File: src/streamer_pkg.sv
// streamer package
// widths, APB register map and load-select codes shared by the memory streamer
`default_nettype none

package streamer_pkg;

  // datapath widths
  localparam int DATA_W = 32;  // memory and stream word
  localparam int ADDR_W = 16;  // word address
  localparam int LEN_W  = 16;  // transfer length in words
  localparam int APB_AW = 8;

  // register byte offsets
  localparam logic [APB_AW-1:0] REG_BASE   = 8'h00;
  localparam logic [APB_AW-1:0] REG_LEN    = 8'h04;
  localparam logic [APB_AW-1:0] REG_STRIDE = 8'h08;
  localparam logic [APB_AW-1:0] REG_CTRL   = 8'h0C;
  localparam logic [APB_AW-1:0] REG_STATUS = 8'h10;  // bit 0 busy, bit 1 done

  // control register fields
  localparam int CTRL_START_BIT = 0;
  localparam int CTRL_STORE_BIT = 1;  // 0 selects load
  localparam int CTRL_LDSEL_LSB = 2;  // two bits wide

  // load stream select, code 3 is reserved
  localparam logic [1:0] LD_FEAT   = 2'd0;
  localparam logic [1:0] LD_WEIGHT = 2'd1;
  localparam logic [1:0] LD_NORM   = 2'd2;

  // read data buffer in the source
  localparam int SRC_DEPTH = 2;

endpackage

`default_nettype wire
File: src/tcdm_streamer.sv
// memory streamer top
// APB-configured strided loads to feat/weight/norm and stores from conv,
// sharing one word-addressed memory port
`timescale 1ns/10ps
`default_nettype none

module tcdm_streamer (
  input  logic                            clk_i,
  input  logic                            reset_i,
  input  logic [streamer_pkg::APB_AW-1:0] paddr_i,
  input  logic                            psel_i,
  input  logic                            penable_i,
  input  logic                            pwrite_i,
  input  logic [streamer_pkg::DATA_W-1:0] pwdata_i,
  output logic [streamer_pkg::DATA_W-1:0] prdata_o,
  output logic                            pready_o,
  output logic                            pslverr_o,
  output logic                            mem_req_o,
  output logic                            mem_we_o,
  output logic [streamer_pkg::ADDR_W-1:0] mem_addr_o,
  output logic [streamer_pkg::DATA_W-1:0] mem_wdata_o,
  input  logic                            mem_gnt_i,
  input  logic [streamer_pkg::DATA_W-1:0] mem_rdata_i,
  input  logic                            mem_rvalid_i,
  output logic                            feat_valid_o,
  output logic [streamer_pkg::DATA_W-1:0] feat_data_o,
  input  logic                            feat_ready_i,
  output logic                            weight_valid_o,
  output logic [streamer_pkg::DATA_W-1:0] weight_data_o,
  input  logic                            weight_ready_i,
  output logic                            norm_valid_o,
  output logic [streamer_pkg::DATA_W-1:0] norm_data_o,
  input  logic                            norm_ready_i,
  input  logic                            conv_valid_i,
  input  logic [streamer_pkg::DATA_W-1:0] conv_data_i,
  output logic                            conv_ready_o
);

  import streamer_pkg::*;

  logic              start;
  logic              store;
  logic [1:0]        ld_sel;
  logic [ADDR_W-1:0] base;
  logic [LEN_W-1:0]  len;
  logic [ADDR_W-1:0] stride;
  logic              ld_done;
  logic              st_done;
  logic              src_req;
  logic [ADDR_W-1:0] src_addr;
  logic              src_gnt;
  logic              src_valid;
  logic              src_ready;
  logic [DATA_W-1:0] src_data;
  logic              snk_req;
  logic [ADDR_W-1:0] snk_addr;
  logic [DATA_W-1:0] snk_wdata;
  logic              snk_gnt;

  streamer_regs u_regs (
    .clk_i     ( clk_i     ),
    .reset_i   ( reset_i   ),
    .paddr_i   ( paddr_i   ),
    .psel_i    ( psel_i    ),
    .penable_i ( penable_i ),
    .pwrite_i  ( pwrite_i  ),
    .pwdata_i  ( pwdata_i  ),
    .prdata_o  ( prdata_o  ),
    .pready_o  ( pready_o  ),
    .pslverr_o ( pslverr_o ),
    .ld_done_i ( ld_done   ),
    .st_done_i ( st_done   ),
    .start_o   ( start     ),
    .store_o   ( store     ),
    .ld_sel_o  ( ld_sel    ),
    .base_o    ( base      ),
    .len_o     ( len       ),
    .stride_o  ( stride    )
  );

  tcdm_source u_source (
    .clk_i       ( clk_i        ),
    .reset_i     ( reset_i      ),
    .start_i     ( start        ),
    .enable_i    ( ~store       ),
    .base_i      ( base         ),
    .len_i       ( len          ),
    .stride_i    ( stride       ),
    .req_o       ( src_req      ),
    .addr_o      ( src_addr     ),
    .gnt_i       ( src_gnt      ),
    .rdata_i     ( mem_rdata_i  ),
    .rvalid_i    ( mem_rvalid_i ),
    .out_valid_o ( src_valid    ),
    .out_data_o  ( src_data     ),
    .out_ready_i ( src_ready    ),
    .done_o      ( ld_done      )
  );

  tcdm_sink u_sink (
    .clk_i      ( clk_i        ),
    .reset_i    ( reset_i      ),
    .start_i    ( start        ),
    .enable_i   ( store        ),
    .base_i     ( base         ),
    .len_i      ( len          ),
    .stride_i   ( stride       ),
    .req_o      ( snk_req      ),
    .addr_o     ( snk_addr     ),
    .wdata_o    ( snk_wdata    ),
    .gnt_i      ( snk_gnt      ),
    .in_valid_i ( conv_valid_i ),
    .in_data_i  ( conv_data_i  ),
    .in_ready_o ( conv_ready_o ),
    .done_o     ( st_done      )
  );

  streamer_router u_router (
    .store_i        ( store          ),
    .ld_sel_i       ( ld_sel         ),
    .src_req_i      ( src_req        ),
    .src_addr_i     ( src_addr       ),
    .snk_req_i      ( snk_req        ),
    .snk_addr_i     ( snk_addr       ),
    .snk_wdata_i    ( snk_wdata      ),
    .src_valid_i    ( src_valid      ),
    .feat_ready_i   ( feat_ready_i   ),
    .weight_ready_i ( weight_ready_i ),
    .norm_ready_i   ( norm_ready_i   ),
    .mem_gnt_i      ( mem_gnt_i      ),
    .mem_req_o      ( mem_req_o      ),
    .mem_we_o       ( mem_we_o       ),
    .mem_addr_o     ( mem_addr_o     ),
    .mem_wdata_o    ( mem_wdata_o    ),
    .src_gnt_o      ( src_gnt        ),
    .snk_gnt_o      ( snk_gnt        ),
    .src_ready_o    ( src_ready      ),
    .feat_valid_o   ( feat_valid_o   ),
    .weight_valid_o ( weight_valid_o ),
    .norm_valid_o   ( norm_valid_o   )
  );

  // only the selected valid qualifies the shared data
  assign feat_data_o   = src_data;
  assign weight_data_o = src_data;
  assign norm_data_o   = src_data;

endmodule

`default_nettype wire

File: src/streamer_router.sv
// load/store router
// static mux of the memory port between the two paths and
// demux of the load stream onto feat, weight or norm
`timescale 1ns/10ps
`default_nettype none

module streamer_router (
  input  logic                            store_i,
  input  logic [1:0]                      ld_sel_i,
  input  logic                            src_req_i,
  input  logic [streamer_pkg::ADDR_W-1:0] src_addr_i,
  input  logic                            snk_req_i,
  input  logic [streamer_pkg::ADDR_W-1:0] snk_addr_i,
  input  logic [streamer_pkg::DATA_W-1:0] snk_wdata_i,
  input  logic                            src_valid_i,
  input  logic                            feat_ready_i,
  input  logic                            weight_ready_i,
  input  logic                            norm_ready_i,
  input  logic                            mem_gnt_i,
  output logic                            mem_req_o,
  output logic                            mem_we_o,
  output logic [streamer_pkg::ADDR_W-1:0] mem_addr_o,
  output logic [streamer_pkg::DATA_W-1:0] mem_wdata_o,
  output logic                            src_gnt_o,
  output logic                            snk_gnt_o,
  output logic                            src_ready_o,
  output logic                            feat_valid_o,
  output logic                            weight_valid_o,
  output logic                            norm_valid_o
);

  import streamer_pkg::*;

  // memory port goes to the sink during stores
  assign mem_req_o   = store_i ? snk_req_i  : src_req_i;
  assign mem_we_o    = store_i;
  assign mem_addr_o  = store_i ? snk_addr_i : src_addr_i;
  assign mem_wdata_o = snk_wdata_i;
  assign src_gnt_o   = ~store_i & mem_gnt_i;
  assign snk_gnt_o   = store_i & mem_gnt_i;

  assign feat_valid_o   = src_valid_i & (ld_sel_i == LD_FEAT);
  assign weight_valid_o = src_valid_i & (ld_sel_i == LD_WEIGHT);
  assign norm_valid_o   = src_valid_i & (ld_sel_i == LD_NORM);

  always_comb begin
    case (ld_sel_i)
      LD_FEAT:   src_ready_o = feat_ready_i;
      LD_WEIGHT: src_ready_o = weight_ready_i;
      LD_NORM:   src_ready_o = norm_ready_i;
      default:   src_ready_o = 1'b0;  // reserved code stalls the source
    endcase
  end

endmodule

`default_nettype wire

File: src/tcdm_sink.sv
// memory write sink
// turns each incoming stream beat into a write at the next strided address
`timescale 1ns/10ps
`default_nettype none

module tcdm_sink (
  input  logic                            clk_i,
  input  logic                            reset_i,
  input  logic                            start_i,
  input  logic                            enable_i,
  input  logic [streamer_pkg::ADDR_W-1:0] base_i,
  input  logic [streamer_pkg::LEN_W-1:0]  len_i,
  input  logic [streamer_pkg::ADDR_W-1:0] stride_i,
  output logic                            req_o,
  output logic [streamer_pkg::ADDR_W-1:0] addr_o,
  output logic [streamer_pkg::DATA_W-1:0] wdata_o,
  input  logic                            gnt_i,
  input  logic                            in_valid_i,
  input  logic [streamer_pkg::DATA_W-1:0] in_data_i,
  output logic                            in_ready_o,
  output logic                            done_o
);

  logic launch;
  logic fire;
  logic last_addr;
  logic active_q;  // store job has words left

  assign launch = start_i & enable_i;

  stream_addressgen u_addressgen (
    .clk_i    ( clk_i     ),
    .reset_i  ( reset_i   ),
    .start_i  ( launch    ),
    .base_i   ( base_i    ),
    .len_i    ( len_i     ),
    .stride_i ( stride_i  ),
    .next_i   ( fire      ),
    .addr_o   ( addr_o    ),
    .last_o   ( last_addr )
  );

  assign req_o      = active_q & enable_i & in_valid_i;
  assign wdata_o    = in_data_i;
  assign in_ready_o = active_q & enable_i & gnt_i;  // beat leaves on grant
  assign fire       = req_o & gnt_i;

  always_ff @(posedge clk_i) begin
    if (reset_i)
      active_q <= 1'b0;
    else if (launch)
      active_q <= (len_i != '0);
    else if (fire && last_addr)
      active_q <= 1'b0;
  end

  assign done_o = (fire & last_addr) | (launch & (len_i == '0));

endmodule

`default_nettype wire

File: src/tcdm_source.sv
// memory read source
// issues strided reads and buffers the replies into a valid/ready stream,
// never requesting more than the buffer can absorb
`timescale 1ns/10ps
`default_nettype none

module tcdm_source (
  input  logic                            clk_i,
  input  logic                            reset_i,
  input  logic                            start_i,
  input  logic                            enable_i,
  input  logic [streamer_pkg::ADDR_W-1:0] base_i,
  input  logic [streamer_pkg::LEN_W-1:0]  len_i,
  input  logic [streamer_pkg::ADDR_W-1:0] stride_i,
  output logic                            req_o,
  output logic [streamer_pkg::ADDR_W-1:0] addr_o,
  input  logic                            gnt_i,
  input  logic [streamer_pkg::DATA_W-1:0] rdata_i,
  input  logic                            rvalid_i,
  output logic                            out_valid_o,
  output logic [streamer_pkg::DATA_W-1:0] out_data_o,
  input  logic                            out_ready_i,
  output logic                            done_o
);

  import streamer_pkg::*;

  logic                               launch;
  logic                               fire;
  logic                               pop;
  logic                               last_addr;
  logic                               issue_q;  // addresses left to request
  logic [LEN_W-1:0]                   beats_q;  // beats left to deliver
  logic [$clog2(SRC_DEPTH+1)-1:0]     outst_q;
  logic [$clog2(SRC_DEPTH+1)-1:0]     cnt_q;
  logic [$clog2(SRC_DEPTH)-1:0]       wr_ptr_q;
  logic [$clog2(SRC_DEPTH)-1:0]       rd_ptr_q;
  logic [DATA_W-1:0]                  buf_q [SRC_DEPTH];

  assign launch = start_i & enable_i;
  assign fire   = req_o & gnt_i;
  assign pop    = out_valid_o & out_ready_i;

  stream_addressgen u_addressgen (
    .clk_i    ( clk_i     ),
    .reset_i  ( reset_i   ),
    .start_i  ( launch    ),
    .base_i   ( base_i    ),
    .len_i    ( len_i     ),
    .stride_i ( stride_i  ),
    .next_i   ( fire      ),
    .addr_o   ( addr_o    ),
    .last_o   ( last_addr )
  );

  // reserve a buffer slot for every read in flight
  assign req_o = issue_q & enable_i & ((cnt_q + outst_q) < SRC_DEPTH);

  always_ff @(posedge clk_i) begin
    if (reset_i)
      issue_q <= 1'b0;
    else if (launch)
      issue_q <= (len_i != '0);
    else if (fire && last_addr)
      issue_q <= 1'b0;
  end

  always_ff @(posedge clk_i) begin
    if (reset_i) begin
      outst_q  <= '0;
      cnt_q    <= '0;
      wr_ptr_q <= '0;
      rd_ptr_q <= '0;
    end else begin
      case ({fire, rvalid_i})
        2'b10:   outst_q <= outst_q + 1'b1;
        2'b01:   outst_q <= outst_q - 1'b1;
        default: ;
      endcase
      case ({rvalid_i, pop})
        2'b10:   cnt_q <= cnt_q + 1'b1;
        2'b01:   cnt_q <= cnt_q - 1'b1;
        default: ;
      endcase
      if (rvalid_i)
        wr_ptr_q <= wr_ptr_q + 1'b1;
      if (pop)
        rd_ptr_q <= rd_ptr_q + 1'b1;
    end
  end

  always_ff @(posedge clk_i) begin
    if (rvalid_i)
      buf_q[wr_ptr_q] <= rdata_i;
  end

  assign out_valid_o = (cnt_q != '0);
  assign out_data_o  = buf_q[rd_ptr_q];

  always_ff @(posedge clk_i) begin
    if (reset_i)
      beats_q <= '0;
    else if (launch)
      beats_q <= len_i;
    else if (pop && beats_q != '0)
      beats_q <= beats_q - 1'b1;
  end

  // empty jobs finish in the launch cycle
  assign done_o = (pop & (beats_q == LEN_W'(1))) | (launch & (len_i == '0));

  // memory only answers reads that were granted
  assert property (@(posedge clk_i) disable iff (reset_i) rvalid_i |-> (outst_q != '0));

endmodule

`default_nettype wire

File: src/stream_addressgen.sv
// strided address generator
// walks base, base+stride, ... and flags the last word of the run
`timescale 1ns/10ps
`default_nettype none

module stream_addressgen (
  input  logic                            clk_i,
  input  logic                            reset_i,
  input  logic                            start_i,
  input  logic [streamer_pkg::ADDR_W-1:0] base_i,
  input  logic [streamer_pkg::LEN_W-1:0]  len_i,
  input  logic [streamer_pkg::ADDR_W-1:0] stride_i,
  input  logic                            next_i,
  output logic [streamer_pkg::ADDR_W-1:0] addr_o,
  output logic                            last_o
);

  import streamer_pkg::*;

  logic [ADDR_W-1:0] addr_q;
  logic [LEN_W-1:0]  remain_q;  // words not yet consumed

  always_ff @(posedge clk_i) begin
    if (start_i)
      addr_q <= base_i;
    else if (next_i)
      addr_q <= addr_q + stride_i;  // wraps in the word space
  end

  always_ff @(posedge clk_i) begin
    if (reset_i)
      remain_q <= '0;
    else if (start_i)
      remain_q <= len_i;
    else if (next_i && remain_q != '0)
      remain_q <= remain_q - 1'b1;
  end

  assign addr_o = addr_q;
  assign last_o = (remain_q == LEN_W'(1));

endmodule

`default_nettype wire

File: src/streamer_regs.sv
// streamer register file
// APB slave holding the job configuration, launches jobs and tracks busy/done
`timescale 1ns/10ps
`default_nettype none

module streamer_regs (
  input  logic                            clk_i,
  input  logic                            reset_i,
  input  logic [streamer_pkg::APB_AW-1:0] paddr_i,
  input  logic                            psel_i,
  input  logic                            penable_i,
  input  logic                            pwrite_i,
  input  logic [streamer_pkg::DATA_W-1:0] pwdata_i,
  output logic [streamer_pkg::DATA_W-1:0] prdata_o,
  output logic                            pready_o,
  output logic                            pslverr_o,
  input  logic                            ld_done_i,
  input  logic                            st_done_i,
  output logic                            start_o,
  output logic                            store_o,
  output logic [1:0]                      ld_sel_o,
  output logic [streamer_pkg::ADDR_W-1:0] base_o,
  output logic [streamer_pkg::LEN_W-1:0]  len_o,
  output logic [streamer_pkg::ADDR_W-1:0] stride_o
);

  import streamer_pkg::*;

  logic access;
  logic wr;
  logic hit;
  logic start_req;
  logic start_q;
  logic busy_q;
  logic done_q;

  assign access    = psel_i & penable_i;
  assign wr        = access & pwrite_i;
  assign hit       = paddr_i inside {REG_BASE, REG_LEN, REG_STRIDE, REG_CTRL, REG_STATUS};
  assign pready_o  = 1'b1;  // zero wait states
  assign pslverr_o = access & ~hit;

  // a start is ignored while a job runs
  assign start_req = wr & (paddr_i == REG_CTRL) & pwdata_i[CTRL_START_BIT] & ~busy_q;

  always_ff @(posedge clk_i) begin
    if (reset_i) begin
      base_o   <= '0;
      len_o    <= '0;
      stride_o <= '0;
      store_o  <= 1'b0;
      ld_sel_o <= LD_FEAT;
    end else if (wr) begin
      case (paddr_i)
        REG_BASE:   base_o   <= pwdata_i[ADDR_W-1:0];
        REG_LEN:    len_o    <= pwdata_i[LEN_W-1:0];
        REG_STRIDE: stride_o <= pwdata_i[ADDR_W-1:0];
        REG_CTRL: begin
          // port and stream selects stay frozen during a job
          if (!busy_q) begin
            store_o  <= pwdata_i[CTRL_STORE_BIT];
            ld_sel_o <= pwdata_i[CTRL_LDSEL_LSB +: 2];
          end
        end
        default: ;
      endcase
    end
  end

  always_ff @(posedge clk_i) begin
    if (reset_i) begin
      start_q <= 1'b0;
      busy_q  <= 1'b0;
      done_q  <= 1'b0;
    end else begin
      start_q <= start_req;
      if (start_req) begin
        busy_q <= 1'b1;
        done_q <= 1'b0;  // sticky until the next launch
      end else if (busy_q && (ld_done_i || st_done_i)) begin
        busy_q <= 1'b0;
        done_q <= 1'b1;
      end
    end
  end

  assign start_o = start_q;

  always_comb begin
    prdata_o = '0;
    case (paddr_i)
      REG_BASE:   prdata_o[ADDR_W-1:0] = base_o;
      REG_LEN:    prdata_o[LEN_W-1:0]  = len_o;
      REG_STRIDE: prdata_o[ADDR_W-1:0] = stride_o;
      REG_CTRL: begin
        prdata_o[CTRL_STORE_BIT]      = store_o;  // start reads back as 0
        prdata_o[CTRL_LDSEL_LSB +: 2] = ld_sel_o;
      end
      REG_STATUS: prdata_o[1:0] = {done_q, busy_q};
      default: ;
    endcase
  end

  // the paths only report completion inside a job
  assert property (@(posedge clk_i) disable iff (reset_i)
    (ld_done_i || st_done_i) |-> busy_q);

endmodule

`default_nettype wire

File: config.mk
export PLATFORM = sky130hd
export DESIGN_NAME = tcdm_streamer
export DESIGN_NICKNAME = d
export VERILOG_FILES = /design/src/streamer_pkg.sv /design/src/tcdm_streamer.sv /design/src/streamer_router.sv /design/src/tcdm_sink.sv /design/src/tcdm_source.sv /design/src/stream_addressgen.sv /design/src/streamer_regs.sv
export SDC_FILE = /design/constraint.sdc
export NUM_CORES = 1
export LEC_CHECK = 0
export BUFFER_PORTS_ARGS = -buffer_cell sky130_fd_sc_hd__buf_2
export CAP_MARGIN = 20
export CORE_MARGIN = 2
export CORE_UTILIZATION = 42
export DETAILED_ROUTE_END_ITERATION = 8
export SLEW_MARGIN = 0
export SYNTH_ARGS = -nofsm -noshare
export SYNTH_HDL_FRONTEND = slang
export SYNTH_HIERARCHICAL = 1
export SYNTH_SLANG_ARGS = --single-unit
File: constraint.sdc
create_clock -name clk_i -period 3.6 [get_ports clk_i]
set_input_delay 0.54 -clock clk_i [delete_from_list [all_inputs] [get_ports clk_i]]
set_output_delay 0.54 -clock clk_i [all_outputs]
set_load 0.01 [all_outputs]
# Word level (Yosys, flattened, before mapping)
# Memory sizes are Yosys's and may differ from the RTL's. A register that Yosys moved wholly into a read port is not among the register bits.
# Index checks and enable logic that the tools add are counted.
# totals
ram_bits	64
register_bits	142
out_inout_bits	184
input_bits	115
word_cells	136
memories	1
# memory_table
memory	words	width	rd	rd_clocked_by_memory_dff	write_ports	line_no	rtl
u_source.buf_q	2	32	1	1	1	tcdm_source.sv:38	logic [DATA_W-1:0] buf_q [SRC_DEPTH];
# classes
n_bitwise	30
reduce_logical	31
n_mux	29
magnitude_cmp	1
add_sub_neg	12
n_eq_ne	13
# op_table
cell	count
16-bit two-way mux	11
16-bit nonzero test	4
16-bit by 1-bit == test with 1-bit output, second input constant	3
16-bit by 1-bit subtractor with 16-bit output, second input constant	3
12-bit one-hot mux with 3 select lines	1
16-bit adder	2
32-bit by 2-bit < comparator with 1-bit output, second input constant	1
1-bit bitwise AND	25
2-bit nonzero test	11
8-bit by 4-bit == test with 1-bit output, second input constant	2
16-bit logical NOT	1
1-bit two-way mux	11
8-bit by 3-bit == test with 1-bit output, second input constant	1
8-bit by 5-bit == test with 1-bit output, second input constant	1
8-bit logical NOT	1
2-bit one-hot mux with 2 select lines	2
2-bit one-hot mux with 4 select lines	1
2-bit by 1-bit == test with 1-bit output, second input constant	3
2-bit == test, second input constant	3
1-bit logical AND	6
2-bit AND reduction	3
1-bit one-hot mux with 5 select lines	1
5-bit nonzero test	1
2-bit by 1-bit adder with 2-bit output, second input constant	2
other kinds (11)	16

# Depth between registers and ports, before layout
# logic_depth
depth_word	9
ltp_mapped	10
ltp_nobuf	10

# Modules after synthesis
# Netlist, hierarchy kept.
# by_module_without_submodules
module	seq_area_each_um2	cells_each	area_each_um2	n_inst
stream_addressgen	800.8	262	2374.8	2
tcdm_source	2402.3	279	3754.9	1
streamer_regs	1081.0	306	2671.3	1
streamer_router	0.0	60	564.3	1
tcdm_streamer	0.0	65	484.2	1
tcdm_sink	20.0	49	381.6	1

# Worst setup path after synthesis
# Ideal clock, no wire load.
# synth_timing
kind	reg-to-reg
startpoint	register u_source.cnt_q[0]
endpoint	register u_source.u_addressgen.remain_q[6]
setup_slack_ns	1.124
arrival_time_ns	2.391
stages_incl_launch_ff	11
setup_time_ns	0.086
cell_sequence	dfxtp_1 > and2_1 > fa_1 > nor4bb_1 > nand2_1 > inv_1 > and2_0 > and2_1 > o211ai_1 > xor2_1 > a211oi_1
# synth_between
elab_chain_cells	6
# synth_rtl
element	line_no	rtl
start: declaration	tcdm_source.sv:35	logic [$clog2(SRC_DEPTH+1)-1:0] cnt_q;
start signal: assignment	tcdm_source.sv:81	2'b10: cnt_q <= cnt_q + 1'b1;
start signal: assignment	tcdm_source.sv:82	2'b01: cnt_q <= cnt_q - 1'b1;
2-bit by 2-bit adder with 3-bit output	tcdm_source.sv:57	assign req_o = issue_q & enable_i & ((cnt_q + outst_q) < SRC_DEPTH);
32-bit by 2-bit < comparator with 1-bit output	tcdm_source.sv:57	
1-bit bitwise AND	tcdm_source.sv:57	
named net src_req	tcdm_streamer.sv:49	logic src_req;
1-bit bitwise AND	tcdm_source.sv:41	assign fire = req_o & gnt_i;
named net u_source.fire	tcdm_source.sv:29	logic fire;
1-bit logical AND	stream_addressgen.sv:35	else if (next_i && remain_q != '0)
2-bit nonzero test (no source line)	-	
end signal: assignment	stream_addressgen.sv:34	remain_q <= len_i;
end signal: assignment	stream_addressgen.sv:36	remain_q <= remain_q - 1'b1;
end: declaration	stream_addressgen.sv:21	logic [LEN_W-1:0] remain_q;
# The timed path passes the listed nets, and every way through them passes these cells.
# A chain may end at the register's enable or synchronous reset.

# Worst setup path after layout
# Ends and elaborated chain as after synthesis.

==> out/qor.csv <==
metric;value;unit
Slew headroom;0.3784;
Max-Cap Viols;0;
global route total overflow;0;
sequential element share of the synthesized area;0.4050;
VDD IR-drop max;347.2;uV
part of the cycle the worst path needs;0.8419;
Leak;5.381;nW
Die Wd;177.2;um
area share of the largest cell type after synthesis;0.2287;
Routed wire per std cell;19.74;um
setup violators final;0;
setup bufs post-CTS;0;
hold_buf cts;0;
Syn Area/Cell;9.825;um2
DRC viols;0;
fraction of layout cells with a size suffix above 1;0.2632;
Post-synth top flop;dfxtp_1;
final setup margin;0.5693;ns
Clock Tree Buf Depth;3;
RR Startpoint;u_source/cnt_q[0]$_SDFFE_PP0P_;
Final Wtd Congestion;0.9144;
worst hold-check path type;in2reg;
clock latency on the worst-skew pair;0.54;ns
routed wire length;34700;um
outcome;complete, no violations;
hold-critical path depth;1;
Max Slew Vio Count;0;
leading area contributor after synthesis;edfxtp_1;
# port buffers;201;
nets;1507;
CP endpoint kind;register;
Synth cell types;86;
worst slack, placed;0.6353;ns
initial antenna violation count;2;
vias in the first global route;9169;
fillers;2820;
Clock Tree Root;clkbuf_16;
summed instance area of the synthesized netlist;12610;um2
Resize count post-CTS;0;
largest net degree at the start of global routing;103;
Worst EP required;4.04;ns
total CTS buffers;25;
I/O pins;299;
synthesized flop and latch total;207;
EDFF count, synth;96;
via-per-instance ratio;5.637;
number of diodes;0;
setup TNS;0;ns
Multi-input gate area;6116;um2
DIE HEIGHT;177.2;um
Tmin final;3.031;ns
PD cells;513.3;nW/um2
FMAX;0.3300;GHz
# H-tree levels;1;
DR iter-0 viols;726;
Syn Inst Count;1283;
full die area;31420;um2
HP Start;mem_rdata_i[24];
RSZ-0062 raised after global routing;no;
Synth top cells by count;buf_4, dfxtp_1, nor2_1;
top post-synthesis cells by area;edfxtp_1, dfxtp_1, buf_4, mux2_2, ha_1;
Total GRT Usage;0.2108;
DRT antenna net count;0;
clk slew on worst S/H paths;0.06;ns
Final Hold Fails;0;
Synth async-reset ratio;0;
Reg area;5105;um2
Crit Reg-Reg Endpoint;u_source/u_addressgen/remain_q[6]$_SDFFE_PP0P_;
Crit Path Class;reg2reg;
DRT Pass-1 Iters;5;
crit path DAT;3.47;ns
area delta synth->final;10.01;%
R2R depth;10;
CORE AREA;29560;um2
CP Max Fanout;7;
first-pass GRT wire length;51560;um
Slew @ Worst Pin;0.9324;ns
skew final;0.01431;ns
most common cell in the netlist;buf_4;
Clock Sinks;207;
CTS tree;done;
DR vias;9909;
Initial Util;0.4265;
Setup crit start kind;register;
row count;63;
Yosys warning total;6;
Layout Utilization;0.4692;
worst reg-to-reg setup slack;0.57;ns
Post-DP HPWL;25210;um
Hold EP;u_source/buf_q[1][24]$_DFFE_PP_;
==> stage by stage <==
step	instances	total power [mW]	hold slack, ns	area (um2)
floorplan	1298	4.187	0.4495	12660
global route	1758	7.438	0.1640	13870
finish	1758	7.119	0.1861	13870
global placement	1712	4.466	0.4798	12990
CTS	1758	7.163	0.1662	13870
detailed placement	1712	4.475	0.4855	12990
==> state kept, by name, indices dropped and copies added (netlist names), named ones only <==
| register | cells |
|---|---|
| u_source/wr_ptr_q | 1 |
| u_regs/base_o | 16 |
| u_source/rd_ptr_q | 1 |
| u_regs/done_q | 1 |
| u_regs/stride_o | 16 |
| u_regs/ld_sel_o | 2 |
| u_sink/u_addressgen/addr_o | 16 |
| u_regs/start_o | 1 |
| u_source/cnt_q | 2 |
| u_source/beats_q | 16 |
| u_source/u_addressgen/remain_q | 16 |
| u_source/outst_q | 2 |
| u_sink/active_q | 1 |
| u_source/u_addressgen/addr_o | 16 |
| u_regs/store_o | 1 |
| u_regs/len_o | 16 |
| u_sink/u_addressgen/remain_q | 16 |
| u_source/buf_q | 64 |
| u_regs/busy_q | 1 |
| u_source/issue_q | 1 |
==> per-layer routing <==
layer	global-route usage	routed length [um]	vias up
li1	-	-	4728
met1	0.2821	15130	4761
met2	0.3530	16320	362
met3	0.03372	2341	54
met4	0.05647	877	4
met5	0	27	-
==> how the worst max path moves through the flow <==
stage	from	end	slack (ns)	depth (start not counted)
final	u_source/cnt_q[0]$_SDFFE_PP0P_	u_source/u_addressgen/remain_q[6]$_SDFFE_PP0P_	0.57	10
after global routing	u_source/cnt_q[0]$_SDFFE_PP0P_	u_source/u_addressgen/remain_q[6]$_SDFFE_PP0P_	0.31	10
after CTS	u_source/cnt_q[0]$_SDFFE_PP0P_	mem_req_o	0.57	5
after detailed placement	u_source/cnt_q[0]$_SDFFE_PP0P_	u_source/u_addressgen/remain_q[6]$_SDFFE_PP0P_	0.64	10
after global placement	u_source/cnt_q[0]$_SDFFE_PP0P_	u_source/u_addressgen/remain_q[6]$_SDFFE_PP0P_	0.66	10
after floorplan	u_source/cnt_q[0]$_SDFFE_PP0P_	u_source/u_addressgen/remain_q[6]$_SDFFE_PP0P_	1.12	10
==> final cells by class <==
cell class / instances / share of cell area
Sequential cell: 207 / 0.3681
Multi-Input combinational cell: 862 / 0.4410
Clock inverter: 13 / 0.01245
Clock buffer: 33 / 0.05106
Tap cell: 390 / 0.03519
Inverter: 32 / 0.008661
Timing Repair Buffer: 221 / 0.08354
==> logic make-up after synthesis <==
family	share of synthesized area
AOI/OAI and AO/OA	0.1496
xor gates and xnor gates	0.03335
adders and majority gates	0.04447
buffers and inverters	0.1145
DFF	0.4050
muxes	0.06601
other	0.0005958
and+or+nand+nor	0.1865
==> worst max-delay path, cell delays in order, from the launching register on <==
cell and delay (ns):
dfxtp_1 0.41, and2_1 0.17, fa_1 0.42, nor4bb_1 0.50, nand2_1 0.19, inv_1 0.22
and2_0 0.34, and2_1 0.20, o211ai_1 0.11, xor2_1 0.16, a211oi_1 0.22
==> cells in the final DEF, fill, tap and decap left out, types with 31 or more instances in the layout <==
master	synthesis	routed
buf_2	4	200
o21ai_0	95	95
dfxtp_1	111	111
edfxtp_1	96	96
xor2_1	36	36
a21oi_1	42	42
nor2_1	99	98
inv_1	31	31
nand2_1	41	41
nand3b_1	53	53
ha_1	40	40
mux2_2	45	45
a211oi_1	39	39
==> power by group <==
group          switching [mW]  internal (mW)  leakage (nW)
sequential              0.147           2.59          1.78
clock                    1.00           1.67         0.429
combinational            1.02          0.682          3.17
total                    2.17           4.95          5.38
Note: power is estimated with default switching activity, not from simulation.
